===== src/rdm_pkg.sv =====
//////////////////////////////////////////////////////////////////////
// Widths, limits and state encoding shared by the read master blocks
// Data width must be a power of two bytes; bursts never exceed 16 beats
// FIFO depth is sized so every issued burst fits without back-pressure
//////////////////////////////////////////////////////////////////////

package rdm_pkg;

  // Bus widths
  localparam int ADDR_WIDTH      = 32;
  localparam int DATA_WIDTH      = 32;
  localparam int XFER_SIZE_WIDTH = 16;

  // Bytes per data word and its log
  localparam int DW_BYTES     = DATA_WIDTH / 8;
  localparam int LOG_DW_BYTES = $clog2(DW_BYTES);

  // Project burst limit, far below the AXI maximum of 256
  localparam int BURST_BEATS     = 16;
  localparam int LOG_BURST_BEATS = $clog2(BURST_BEATS);
  // Start addresses are aligned down to this
  localparam int BURST_BYTES     = BURST_BEATS * DW_BYTES;

  // Bursts in flight between AR issue and stream drain
  localparam int MAX_OUTSTANDING   = 4;
  localparam int OUTSTANDING_WIDTH = $clog2(MAX_OUTSTANDING + 1);

  // Word count minus one, and the number of full bursts after the first
  localparam int TOTAL_LEN_WIDTH = XFER_SIZE_WIDTH - LOG_DW_BYTES;
  localparam int BURST_CNT_WIDTH = TOTAL_LEN_WIDTH - LOG_BURST_BEATS;

  // Room for every outstanding burst
  localparam int FIFO_DEPTH      = BURST_BEATS * MAX_OUTSTANDING;
  localparam int FIFO_ADDR_WIDTH = $clog2(FIFO_DEPTH);

  // Replays of the whole read sequence per request
  localparam int NUM_PASSES     = 4;
  localparam int PASS_CNT_WIDTH = $clog2(NUM_PASSES);

  // Request controller states
  typedef enum logic [1:0] {
    IDLE,
    SETUP,
    RUN,
    FINISH
  } pass_state_t;

endpackage


===== src/rdm_ar_channel.sv =====
//////////////////////////////////////////////////////////////////////
// AR channel driver with burst stepping and an outstanding cap
// A burst counts as outstanding until its tlast leaves the stream
// Base address is taken as already aligned to BURST_BYTES
//////////////////////////////////////////////////////////////////////

`timescale 1ns/1ns

module rdm_ar_channel import rdm_pkg::*; (
  input  logic                       aclk,
  input  logic                       areset,
  input  logic                       burst_start,
  input  logic [ADDR_WIDTH-1:0]      base_addr,
  input  logic [BURST_CNT_WIDTH-1:0] num_bursts,
  input  logic [7:0]                 final_burst_len,
  input  logic                       burst_drained,
  input  logic                       m_axi_arready,
  output logic                       m_axi_arvalid,
  output logic [ADDR_WIDTH-1:0]      m_axi_araddr,
  output logic [7:0]                 m_axi_arlen
);

  logic arxfer;
  logic busy;
  logic ar_final_burst;
  logic ar_done;
  logic stall;

  // Address handshake
  assign arxfer  = m_axi_arvalid && m_axi_arready;
  assign ar_done = arxfer && ar_final_burst;

  //////////////////////////////////////////////////////////////////////
  // Issue control
  //////////////////////////////////////////////////////////////////////

  // Busy from pass start until the final burst is accepted
  always_ff @(posedge aclk) begin
    if (areset) begin
      busy <= 1'b0;
    end else if (burst_start) begin
      busy <= 1'b1;
    end else if (ar_done) begin
      busy <= 1'b0;
    end
  end

  // Raise only from low, so a new request waits a cycle after a handshake
  // Held high until arready, whatever the vacancy does meanwhile
  always_ff @(posedge aclk) begin
    if (areset) begin
      m_axi_arvalid <= 1'b0;
    end else if (!m_axi_arvalid) begin
      m_axi_arvalid <= busy && !stall;
    end else if (m_axi_arready) begin
      m_axi_arvalid <= 1'b0;
    end
  end

  //////////////////////////////////////////////////////////////////////
  // Address and length
  //////////////////////////////////////////////////////////////////////

  // Step one full burst per accepted request
  always_ff @(posedge aclk) begin
    if (burst_start) begin
      m_axi_araddr <= base_addr;
    end else if (arxfer) begin
      m_axi_araddr <= m_axi_araddr + ADDR_WIDTH'(BURST_BYTES);
    end
  end

  // Full length except on the final burst of the pass
  assign m_axi_arlen = ar_final_burst ? final_burst_len : 8'(BURST_BEATS - 1);

  // AR bursts left to issue, zero on the final one
  rdm_counter #(
    .WIDTH (BURST_CNT_WIDTH),
    .INIT  ('0)
  ) u_ar_burst_cnt (
    .aclk       (aclk),
    .areset     (areset),
    .load       (burst_start),
    .incr       (1'b0),
    .decr       (arxfer),
    .load_value (num_bursts),
    .count      (),
    .is_zero    (ar_final_burst)
  );

  // Free burst slots in the FIFO
  // Persists across passes and requests since the FIFO may still hold data
  rdm_counter #(
    .WIDTH (OUTSTANDING_WIDTH),
    .INIT  (OUTSTANDING_WIDTH'(MAX_OUTSTANDING))
  ) u_vacancy_cnt (
    .aclk       (aclk),
    .areset     (areset),
    .load       (1'b0),
    .incr       (burst_drained),
    .decr       (arxfer),
    .load_value ('0),
    .count      (),
    .is_zero    (stall)
  );

endmodule


===== src/rdm_counter.sv =====
//////////////////////////////////////////////////////////////////////
// Loadable up/down counter with a registered zero flag
// Load wins over incr and decr; incr and decr together hold the count
//////////////////////////////////////////////////////////////////////

`timescale 1ns/1ns

module rdm_counter import rdm_pkg::*; #(
  parameter int               WIDTH = BURST_CNT_WIDTH,
  parameter logic [WIDTH-1:0] INIT  = '0
) (
  input  logic             aclk,
  input  logic             areset,
  input  logic             load,
  input  logic             incr,
  input  logic             decr,
  input  logic [WIDTH-1:0] load_value,
  output logic [WIDTH-1:0] count,
  output logic             is_zero
);

  // Zero flag follows the next count value so both change on one edge
  always_ff @(posedge aclk) begin
    if (areset) begin
      count   <= INIT;
      is_zero <= (INIT == '0);
    end else if (load) begin
      count   <= load_value;
      is_zero <= (load_value == '0);
    end else if (incr && !decr) begin
      count   <= count + 1'b1;
      // Wraps to zero only from all ones
      is_zero <= (count == {WIDTH{1'b1}});
    end else if (decr && !incr) begin
      count   <= count - 1'b1;
      is_zero <= (count == WIDTH'(1));
    end
  end

endmodule


===== src/rdm_data_fifo.sv =====
//////////////////////////////////////////////////////////////////////
// First-word-fall-through FIFO from R to the stream output
// No full flag; the AR outstanding cap keeps writes within depth
// Head word is read combinationally from the memory
//////////////////////////////////////////////////////////////////////

`timescale 1ns/1ns

module rdm_data_fifo import rdm_pkg::*; (
  input  logic                  aclk,
  input  logic                  areset,
  input  logic                  wr_en,
  input  logic [DATA_WIDTH-1:0] wr_data,
  input  logic                  wr_last,
  input  logic                  m_axis_tready,
  output logic                  m_axis_tvalid,
  output logic [DATA_WIDTH-1:0] m_axis_tdata,
  output logic                  m_axis_tlast,
  output logic                  burst_drained
);

  // Data with its last flag on top
  logic [DATA_WIDTH:0] mem [FIFO_DEPTH];

  // One extra bit tells full from empty
  logic [FIFO_ADDR_WIDTH:0]   wr_ptr;
  logic [FIFO_ADDR_WIDTH:0]   rd_ptr;
  logic [FIFO_ADDR_WIDTH-1:0] wr_idx;
  logic [FIFO_ADDR_WIDTH-1:0] rd_idx;
  logic                       rd_en;

  assign wr_idx = wr_ptr[FIFO_ADDR_WIDTH-1:0];
  assign rd_idx = rd_ptr[FIFO_ADDR_WIDTH-1:0];

  //////////////////////////////////////////////////////////////////////
  // Write side
  //////////////////////////////////////////////////////////////////////

  always_ff @(posedge aclk) begin
    if (wr_en) begin
      mem[wr_idx] <= {wr_last, wr_data};
    end
  end

  always_ff @(posedge aclk) begin
    if (areset) begin
      wr_ptr <= '0;
    end else if (wr_en) begin
      wr_ptr <= wr_ptr + 1'b1;
    end
  end

  //////////////////////////////////////////////////////////////////////
  // Read side
  //////////////////////////////////////////////////////////////////////

  // Valid whenever a word sits at the head
  assign m_axis_tvalid = (wr_ptr != rd_ptr);
  assign {m_axis_tlast, m_axis_tdata} = mem[rd_idx];

  // Word handed over on the stream
  assign rd_en = m_axis_tvalid && m_axis_tready;

  always_ff @(posedge aclk) begin
    if (areset) begin
      rd_ptr <= '0;
    end else if (rd_en) begin
      rd_ptr <= rd_ptr + 1'b1;
    end
  end

  // One burst slot freed per tlast word leaving
  assign burst_drained = rd_en && m_axis_tlast;

endmodule


===== src/rdm_read_master.sv =====
//////////////////////////////////////////////////////////////////////
// AXI4 read master streaming its data out, top level
// rready is tied high; the outstanding cap guarantees FIFO room
// Start is legal only when idle or after done
//////////////////////////////////////////////////////////////////////

`timescale 1ns/1ns

module rdm_read_master import rdm_pkg::*; (
  input  logic                       aclk,
  input  logic                       areset,

  // Control
  input  logic                       ctrl_start,
  input  logic [ADDR_WIDTH-1:0]      ctrl_addr_offset,
  input  logic [XFER_SIZE_WIDTH-1:0] ctrl_xfer_size_in_bytes,
  output logic                       ctrl_done,

  // AXI4 read address channel
  output logic                       m_axi_arvalid,
  input  logic                       m_axi_arready,
  output logic [ADDR_WIDTH-1:0]      m_axi_araddr,
  output logic [7:0]                 m_axi_arlen,

  // AXI4 read data channel
  input  logic                       m_axi_rvalid,
  output logic                       m_axi_rready,
  input  logic [DATA_WIDTH-1:0]      m_axi_rdata,
  input  logic                       m_axi_rlast,

  // AXI4-Stream output
  output logic                       m_axis_tvalid,
  input  logic                       m_axis_tready,
  output logic [DATA_WIDTH-1:0]      m_axis_tdata,
  output logic                       m_axis_tlast
);

  // Per-pass burst plan from the controller
  logic                       burst_start;
  logic [ADDR_WIDTH-1:0]      base_addr;
  logic [BURST_CNT_WIDTH-1:0] num_bursts;
  logic [7:0]                 final_burst_len;
  // Burst slot freed on the stream side
  logic                       burst_drained;

  // Always ready, every beat is written to the FIFO
  assign m_axi_rready = 1'b1;

  rdm_request_ctrl u_request_ctrl (
    .aclk                    (aclk),
    .areset                  (areset),
    .ctrl_start              (ctrl_start),
    .ctrl_addr_offset        (ctrl_addr_offset),
    .ctrl_xfer_size_in_bytes (ctrl_xfer_size_in_bytes),
    .rvalid                  (m_axi_rvalid),
    .rlast                   (m_axi_rlast),
    .burst_start             (burst_start),
    .base_addr               (base_addr),
    .num_bursts              (num_bursts),
    .final_burst_len         (final_burst_len),
    .ctrl_done               (ctrl_done)
  );

  rdm_ar_channel u_ar_channel (
    .aclk            (aclk),
    .areset          (areset),
    .burst_start     (burst_start),
    .base_addr       (base_addr),
    .num_bursts      (num_bursts),
    .final_burst_len (final_burst_len),
    .burst_drained   (burst_drained),
    .m_axi_arready   (m_axi_arready),
    .m_axi_arvalid   (m_axi_arvalid),
    .m_axi_araddr    (m_axi_araddr),
    .m_axi_arlen     (m_axi_arlen)
  );

  rdm_data_fifo u_data_fifo (
    .aclk          (aclk),
    .areset        (areset),
    .wr_en         (m_axi_rvalid),
    .wr_data       (m_axi_rdata),
    .wr_last       (m_axi_rlast),
    .m_axis_tready (m_axis_tready),
    .m_axis_tvalid (m_axis_tvalid),
    .m_axis_tdata  (m_axis_tdata),
    .m_axis_tlast  (m_axis_tlast),
    .burst_drained (burst_drained)
  );

endmodule


===== src/rdm_request_ctrl.sv =====
//////////////////////////////////////////////////////////////////////
// Request capture, burst split and pass loop
// Transfer size must be nonzero; start is ignored until the FSM is idle
// Done marks the last R beat, not the end of the stream output
//////////////////////////////////////////////////////////////////////

`timescale 1ns/1ns

module rdm_request_ctrl import rdm_pkg::*; (
  input  logic                       aclk,
  input  logic                       areset,
  input  logic                       ctrl_start,
  input  logic [ADDR_WIDTH-1:0]      ctrl_addr_offset,
  input  logic [XFER_SIZE_WIDTH-1:0] ctrl_xfer_size_in_bytes,
  input  logic                       rvalid,
  input  logic                       rlast,
  output logic                       burst_start,
  output logic [ADDR_WIDTH-1:0]      base_addr,
  output logic [BURST_CNT_WIDTH-1:0] num_bursts,
  output logic [7:0]                 final_burst_len,
  output logic                       ctrl_done
);

  pass_state_t               state;
  logic [PASS_CNT_WIDTH-1:0] pass_cnt;
  logic [TOTAL_LEN_WIDTH-1:0] total_len_r;
  logic                      r_burst_end;
  logic                      r_final_burst;
  logic                      pass_end;

  //////////////////////////////////////////////////////////////////////
  // Pass FSM
  //////////////////////////////////////////////////////////////////////

  // End of a burst on R, and end of the last burst of the pass
  assign r_burst_end = rvalid && rlast;
  assign pass_end    = (state == RUN) && r_burst_end && r_final_burst;

  always_ff @(posedge aclk) begin
    if (areset) begin
      state       <= IDLE;
      pass_cnt    <= '0;
      burst_start <= 1'b0;
    end else begin
      burst_start <= 1'b0;
      case (state)
        IDLE: begin
          if (ctrl_start) begin
            state    <= SETUP;
            pass_cnt <= '0;
          end
        end
        // Burst split registered here, AR side starts one cycle later
        SETUP: begin
          state       <= RUN;
          burst_start <= 1'b1;
        end
        RUN: begin
          if (pass_end) begin
            if (pass_cnt == PASS_CNT_WIDTH'(NUM_PASSES - 1)) begin
              state <= FINISH;
            end else begin
              // Replay the same sequence
              state    <= SETUP;
              pass_cnt <= pass_cnt + 1'b1;
            end
          end
        end
        // One cycle of done, then idle
        FINISH: state <= IDLE;
        default: state <= IDLE;
      endcase
    end
  end

  assign ctrl_done = (state == FINISH);

  //////////////////////////////////////////////////////////////////////
  // Request capture and burst split
  //////////////////////////////////////////////////////////////////////

  always_ff @(posedge aclk) begin
    if ((state == IDLE) && ctrl_start) begin
      // Align down to a burst boundary
      base_addr <= ctrl_addr_offset & ~ADDR_WIDTH'(BURST_BYTES - 1);
      // Round up to whole words, kept as count minus one
      if (ctrl_xfer_size_in_bytes[LOG_DW_BYTES-1:0] != '0) begin
        total_len_r <= ctrl_xfer_size_in_bytes[LOG_DW_BYTES +: TOTAL_LEN_WIDTH];
      end else begin
        total_len_r <= ctrl_xfer_size_in_bytes[LOG_DW_BYTES +: TOTAL_LEN_WIDTH] - 1'b1;
      end
    end
    if (state == SETUP) begin
      // Upper bits count the full bursts after the first
      num_bursts      <= total_len_r[LOG_BURST_BEATS +: BURST_CNT_WIDTH];
      // Low bits give the arlen of the last burst
      final_burst_len <= 8'(total_len_r[LOG_BURST_BEATS-1:0]);
    end
  end

  // R bursts still to arrive in this pass, zero on the final one
  rdm_counter #(
    .WIDTH (BURST_CNT_WIDTH),
    .INIT  ('0)
  ) u_r_burst_cnt (
    .aclk       (aclk),
    .areset     (areset),
    .load       (burst_start),
    .incr       (1'b0),
    .decr       (r_burst_end),
    .load_value (num_bursts),
    .count      (),
    .is_zero    (r_final_burst)
  );

endmodule


===== config.mk =====
export PLATFORM = sky130hd
export DESIGN_NAME = rdm_read_master
export DESIGN_NICKNAME = d
export VERILOG_FILES = /design/src/rdm_pkg.sv /design/src/rdm_ar_channel.sv /design/src/rdm_counter.sv /design/src/rdm_data_fifo.sv /design/src/rdm_read_master.sv /design/src/rdm_request_ctrl.sv
export SDC_FILE = /design/constraint.sdc
export NUM_CORES = 2
export LEC_CHECK = 0
export ABC_AREA = 1
export BUFFER_PORTS_ARGS = -buffer_cell sky130_fd_sc_hd__buf_2
export CORE_MARGIN = 3
export CORE_UTILIZATION = 45
export CTS_CLUSTER_DIAMETER = 50
export DETAILED_ROUTE_END_ITERATION = 8
export HOLD_SLACK_MARGIN = 0.15
export REMOVE_ABC_BUFFERS = 1
export SLEW_MARGIN = 40
export SYNTH_ARGS = -nofsm -noshare
export SYNTH_HDL_FRONTEND = slang
export SYNTH_HIERARCHICAL = 1
export SYNTH_SLANG_ARGS = --single-unit

===== constraint.sdc =====
create_clock -name aclk -period 3.65 [get_ports aclk]
set_input_delay 0.1825 -clock aclk [delete_from_list [all_inputs] [get_ports aclk]]
set_output_delay 0.1825 -clock aclk [all_outputs]
set_load 0.02 [all_outputs]

After elaboration in Yosys (flattened, before gate mapping)
Memory sizes are Yosys's and may differ from the RTL's. A register that Yosys moved wholly into a read port is not among the register bits.
Cells that the tools add are included.
{"block": "word_totals", "regBits": 133, "ram_bits": 2112, "wordCells": 98, "memories": 1}
{"block": "classes", "add_sub_neg": 9, "eq_ne": 12, "n_mux": 33, "reduce_logical": 24}
{"name": "u_data_fifo.mem", "words": 64, "width": 33, "read_ports": 1, "rd_clocked_by_memory_dff": 1, "write_ports": 1, "line": "rdm_data_fifo.sv:23", "rtl": "logic [DATA_WIDTH:0] mem [FIFO_DEPTH];"}
{"cell": "32-bit 2-to-1 mux", "n": 2}
{"cell": "10-bit 2-to-1 mux", "n": 4}
{"cell": "32-bit by 7-bit adder with 32-bit output, second input constant", "n": 1}
{"cell": "10-bit by 1-bit equality test with 1-bit output, second input constant", "n": 2}
{"cell": "10-bit by 1-bit subtractor with 10-bit output, second input constant", "n": 2}
{"cell": "7-bit by 1-bit adder with 7-bit output, second input constant", "n": 2}
{"cell": "14-bit 2-to-1 mux", "n": 1}
{"cell": "14-bit by 1-bit subtractor with 14-bit output, second input constant", "n": 1}
{"cell": "1-bit 2-to-1 mux", "n": 13}
{"cell": "2-bit 2-to-1 mux", "n": 6}
{"cell": "6-bit 2-to-1 mux", "n": 2}
{"cell": "2-bit nonzero test", "n": 6}
{"cell": "1-bit logical AND", "n": 11}
{"cell": "10-bit zero test", "n": 1}
{"cell": "2-bit case mux with 4 select lines", "n": 1}
{"cell": "7-bit != test", "n": 1}
{"cell": "2-bit equality test, second input constant", "n": 3}
{"cell": "3-bit 2-to-1 mux", "n": 2}
{"cell": "4-bit 2-to-1 mux", "n": 1}
{"cell": "2-bit != test, second input constant", "n": 2}
{"cell": "2-bit case mux with 2 select lines", "n": 1}
{"cell": "4-bit AND reduction", "n": 1}
{"cell": "3-bit by 1-bit adder with 3-bit output, second input constant", "n": 1}
{"cell": "3-bit by 1-bit equality test with 1-bit output, second input constant", "n": 1}
{"cell": "other kinds (8)", "n": 10}

Logic depth before layout (Yosys ltp)
{"block": "logic_depth", "depth_word": 7, "depth_mapped": 20, "depth_no_buf": 16}

Modules after synthesis
Netlist, hierarchy kept.
{"module": "rdm_data_fifo", "n_inst": 1, "cells_per_inst": 7010, "area_each_um2": 85794.8}
{"module": "rdm_request_ctrl", "n_inst": 1, "cells_per_inst": 178, "area_each_um2": 2347.3}
{"module": "rdm_ar_channel", "n_inst": 1, "cells_per_inst": 288, "area_each_um2": 2215.9}
{"module": "rdm_counter at u_ar_channel.u_ar_burst_cnt ...", "n_inst": 2, "cells_per_inst": 177, "area_each_um2": 1039.7}
{"module": "rdm_counter at u_ar_channel.u_vacancy_cnt", "n_inst": 1, "cells_per_inst": 58, "area_each_um2": 357.8}
{"module": "rdm_read_master", "n_inst": 1, "cells_per_inst": 2, "area_each_um2": 11.3}

Worst setup path after synthesis
No wires, ideal clock.
{"block": "synth_path", "path_kind": "register to register", "start": "register u_request_ctrl.state[0]", "end": "register u_request_ctrl.base_addr[10], enable pin", "t_arrival_ns": 3.161, "path_slack_ns": 0.002, "stages_incl_launch_ff": 2, "n_path_buf": 0, "synth_period_minus_slack_ns": 3.648, "path_cell_list": "dfxtp_1 nor3_1"}
{"block": "synth_between", "elab_chain_len": 2}
{"element": "from (decl)", "line": "rdm_request_ctrl.sv:24", "rtl": "pass_state_t state;"}
{"element": "from (signal assigned)", "line": "rdm_request_ctrl.sv:41", "rtl": "state <= IDLE;"}
{"element": "from (signal assigned)", "line": "rdm_request_ctrl.sv:49", "rtl": "state <= SETUP;"}
{"element": "from (signal assigned)", "line": "rdm_request_ctrl.sv:55", "rtl": "state <= RUN;"}
{"element": "2-bit zero test", "line": "rdm_request_ctrl.sv:83", "rtl": "if ((state == IDLE) && ctrl_start) begin"}
{"element": "1-bit logical AND", "line": "rdm_request_ctrl.sv:83"}
{"element": "to (signal assigned)", "line": "rdm_request_ctrl.sv:85", "rtl": "base_addr <= ctrl_addr_offset & ~ADDR_WIDTH'(BURST_BYTES - 1);"}
{"element": "to (decl)", "line": "rdm_request_ctrl.sv:18", "rtl": "output logic [ADDR_WIDTH-1:0] base_addr,"}
Every way passes these cells.
A chain may end at the register's enable or synchronous reset.

==> summary.md <==
| Metric | Value |
|---|---|
| Status | finished clean |
| Initial Utilization | 0.453 |
| Crit Path Category | reg -> out |
| Unique masters post-synth | 50 |
| Peak supply drop | between 0.5 and 0.6 mV |
| Synth cell count leaders | 2,489 x nand2_1, 2,198 x edfxtp_1, 2,073 x nand3_1, 224 x buf_2, 147 x nor2_1 |
| Number of DRC markers in iteration 0 | a little over 7,000 |
| Layout Nets | 8,307 |
| Residual DRC | 0 |
| Clock transition at path regs | about 60 ps |
| WL per Instance | about 25 um |
| Final setup violation count | 0 |
| CP endpoint kind | output port |
| RSZ-0062 raised after global routing | no |
| Critical path fanouts, max | 54 |
| Routed wire length | between 200,000 and 300,000 um |
| Primary FF master, synth | edfxtp_1 |
| Via count | approximately 63,000 |
| Skew-Pair Late Insertion Delay | a little under 900 ps |
| Post-DP HPWL | between 150,000 and 200,000 um |
| R2R cell count | 5 |
| Die area | between 0.2 and 0.25 mm2 |
| Core Box Area | 0.205 mm2 |
| Ratio of final minimum period to clock period | 0.976 |
| Utilization after layout | 0.522 |
| Synth top area share | 0.711 |
| Synth-to-Final Area Change | 15.2% |
| TritonCTS buffer count | 237 |
| FMAX | between 0.2 and 0.3 GHz |
| H-Tree Depth | 4 |
| Critical Path AT | between 3000 and 4000 ps |
| Hold WC Path Type | in -> reg |
| Largest net degree at the start of global routing | 136 |
| CTS tree | yes |
| Biggest area consumer among synthesized cells | edfxtp_1 |
| # Max-Cap Violations | 0 |
| Longest Clk Path Bufs | 3 |
| CP startpoint kind | flip-flop |
| Post-synthesis sequential area ratio | 0.723 |
| Die Height | between 400 and 500 um |
| Final worst path period need | ~3600 ps |
| Cells after Synth | 7,890 |
| DR pass1 iterations | 6 |
| Pwr Total | approximately 61,000 uW |
| Most numerous cell in the Yosys netlist | nand2_1 |
| Hold depth | 5 |
| YS warnings | 6 |
| Clock Skew | 42.3 ps |
| Die X | ~460 um |
| GRT Overall Usage | 0.259 |
| Synth top area cells | edfxtp_1 71%, nand3_1 11%, nand2_1 10%, buf_2 1.2%, dfxtp_1 1.1% |
| First-pass GRT wire length | approximately 400,000 um |
| Num rows | 166 |
| EDFF count, synth | roughly 2,200 |
| Vias per cell | around 5.7 |
| Fin. Hold Viols | 0 |
| Placer Congestion | between 0.8 and 0.9 |
| Worst-Margin Slew | 896 ps |
| Post-route ant nets | 0 |
| Vias in the first global route | about 59,000 |
| IO Port Bufs | between 150 and 200 |
| Ratio of cells with drive above 1 in the final layout | 0.111 |
| Residual overflow from global routing | 0 |
| TritonCTS Sinks | 2,251 |
| # IOs | 164 |
| Yosys reg bits | between 2,000 and 2,500 |
| Asr flop ratio synth | 0 |
| Hold_ws | between 300 and 400 ps |
| TNS Setup | 0 ps |
| Req. time, crit path | 3470 ps |
| PwrDens | 572 mW/mm2 |
| Avg Inst Size Synth | between 10 and 15 um2 |
| Leak Pwr | approximately 0.038 uW |
| Antenna violations before repair | 25 |
| Max-slew headroom | 0.401 |
| Max Slew Vio Count | 0 |
| Clk Tree Root Cell | clkbuf_16 |
| Fill count | roughly 17,000 |
| Mapped cell area | a little over 0.09 mm2 |
layout by cell type (no fill, tap or decap), drive strengths merged:
| cell type | instances |
|---|---|
| nand4 | 11 |
| a31oi | 2 |
| o21ai | 58 |
| dlygate4sd3 | 136 |
| nor2 | 175 |
| xor2 | 16 |
| nand3b | 3 |
| clkinvlp | 11 |
| and3 | 1 |
| buf | 407 |
| nand3 | 2081 |
| a21oi | 45 |
| xnor2 | 13 |
| or2 | 11 |
| ha | 15 |
| clkinv | 124 |
| a41oi | 1 |
| o211ai | 2 |
| conb | 25 |
| nand2 | 2515 |
| nor3 | 15 |
| inv | 162 |
| bufinv | 21 |
| diode | 8 |
| dfxtp | 53 |
| nor4 | 4 |
| and2 | 25 |
| clkbuf | 278 |
| o21bai | 5 |
| edfxtp | 2198 |
| nor3b | 1 |
worst paths after layout:
check / start / to / slack (ps)
worst max-delay path: flip-flop / m_axis_tdata[2] / 90
worst min-delay path: m_axi_arready / u_ar_channel/busy$_SDFFE_PP0P_ / 300
worst max register to register: u_data_fifo/wr_ptr[1]$_SDFFE_PP0P_ / u_data_fifo/mem[10][1]$_DFFE_PP_ / 780
worst min register to register: u_request_ctrl/total_len_r[13]$_DFFE_PP_ / u_request_ctrl/num_bursts[9]$_DFFE_PP_ / 420
cell type report:
type	count	area [um2]	area share
clock inverter	172	1640	0.0154
multi-input combinational	5024	22900	0.214
sequential	2251	67100	0.628
timing repair buffer	545	5090	0.0476
tap	2688	3360	0.0315
clock buffer	276	6160	0.0576
timing repair inverter	2	17.5	0.000164
inverter	144	603	0.00564
antenna	8	20.0	0.000187
metrics by stage:
stage | std cells | cell area [um2] | worst slack (ps)
floorplan | 7419 | 90000 | -44720
global placement | 10504 | 97400 | 656
finish | 11110 | 107000 | 88.6
global route | 11107 | 107000 | 0.764
detailed placement | 10504 | 97400 | 602
CTS | 11100 | 107000 | 6.17
routing by layer:
metal | track usage | part of all wire
met1 | 0.348 | 0.39
met2 | 0.419 | 0.48
met3 | 0.0435 | 0.091
met4 | 0.103 | 0.040
met5 | 0 | 0.000029
sequential cells by signal (all words and copies together), names as in the netlist, named ones only:
register / flops
u_ar_channel/busy: 1
u_ar_channel/m_axi_araddr: 32
u_ar_channel/m_axi_arvalid: 1
u_ar_channel/u_ar_burst_cnt/count: 10
u_ar_channel/u_ar_burst_cnt/is_zero: 1
u_ar_channel/u_vacancy_cnt/count: 3
u_ar_channel/u_vacancy_cnt/is_zero: 1
u_data_fifo/mem: 2112
u_data_fifo/rd_ptr: 7
u_data_fifo/wr_ptr: 7
u_request_ctrl/base_addr: 26
u_request_ctrl/burst_start: 1
u_request_ctrl/final_burst_len: 4
u_request_ctrl/num_bursts: 10
u_request_ctrl/pass_cnt: 2
u_request_ctrl/state: 2
u_request_ctrl/total_len_r: 14
u_request_ctrl/u_r_burst_cnt/count: 10
u_request_ctrl/u_r_burst_cnt/is_zero: 1
where the power goes:
part | total (uW) | leakage (uW) | switching [uW] | internal (uW)
logic | 8430 | 0.0141 | 5890 | 2540
clock network | 23900 | 0.00380 | 10300 | 13600
registers | 28800 | 0.0202 | 177 | 28600
total | 61200 | 0.0381 | 16400 | 44800
repair_timing:
item                       4_1_cts  5_1_grt
gates cloned                     2        2
setup endpoints to repair       33       13
hold buffers                   136        0
hold endpoints to repair      2162        0
gates resized for setup          6        7
buffers inserted                10        0
worst max-delay path, cell delays in order (launching register included):
cell and delay, ps:
dfxtp_4 350, buf_12 150, inv_12 270, buf_4 430
nand3_1 130, nand3_1 100, nand3_1 100, nand3_1 320
nand3_1 180, and2_1 220, buf_2 160
cells by family after synthesis:
family,count (synthesis),synth area share
other,3,0.000121
buffers and inverters,637,0.0369
AOI/OAI and AO/OA,113,0.00647
DFF,2251,0.723
xor gates and xnor gates,29,0.00290
and+or+nand+nor,4842,0.229
adders and majority gates,15,0.00202
(Power assumes the default switching activity.)
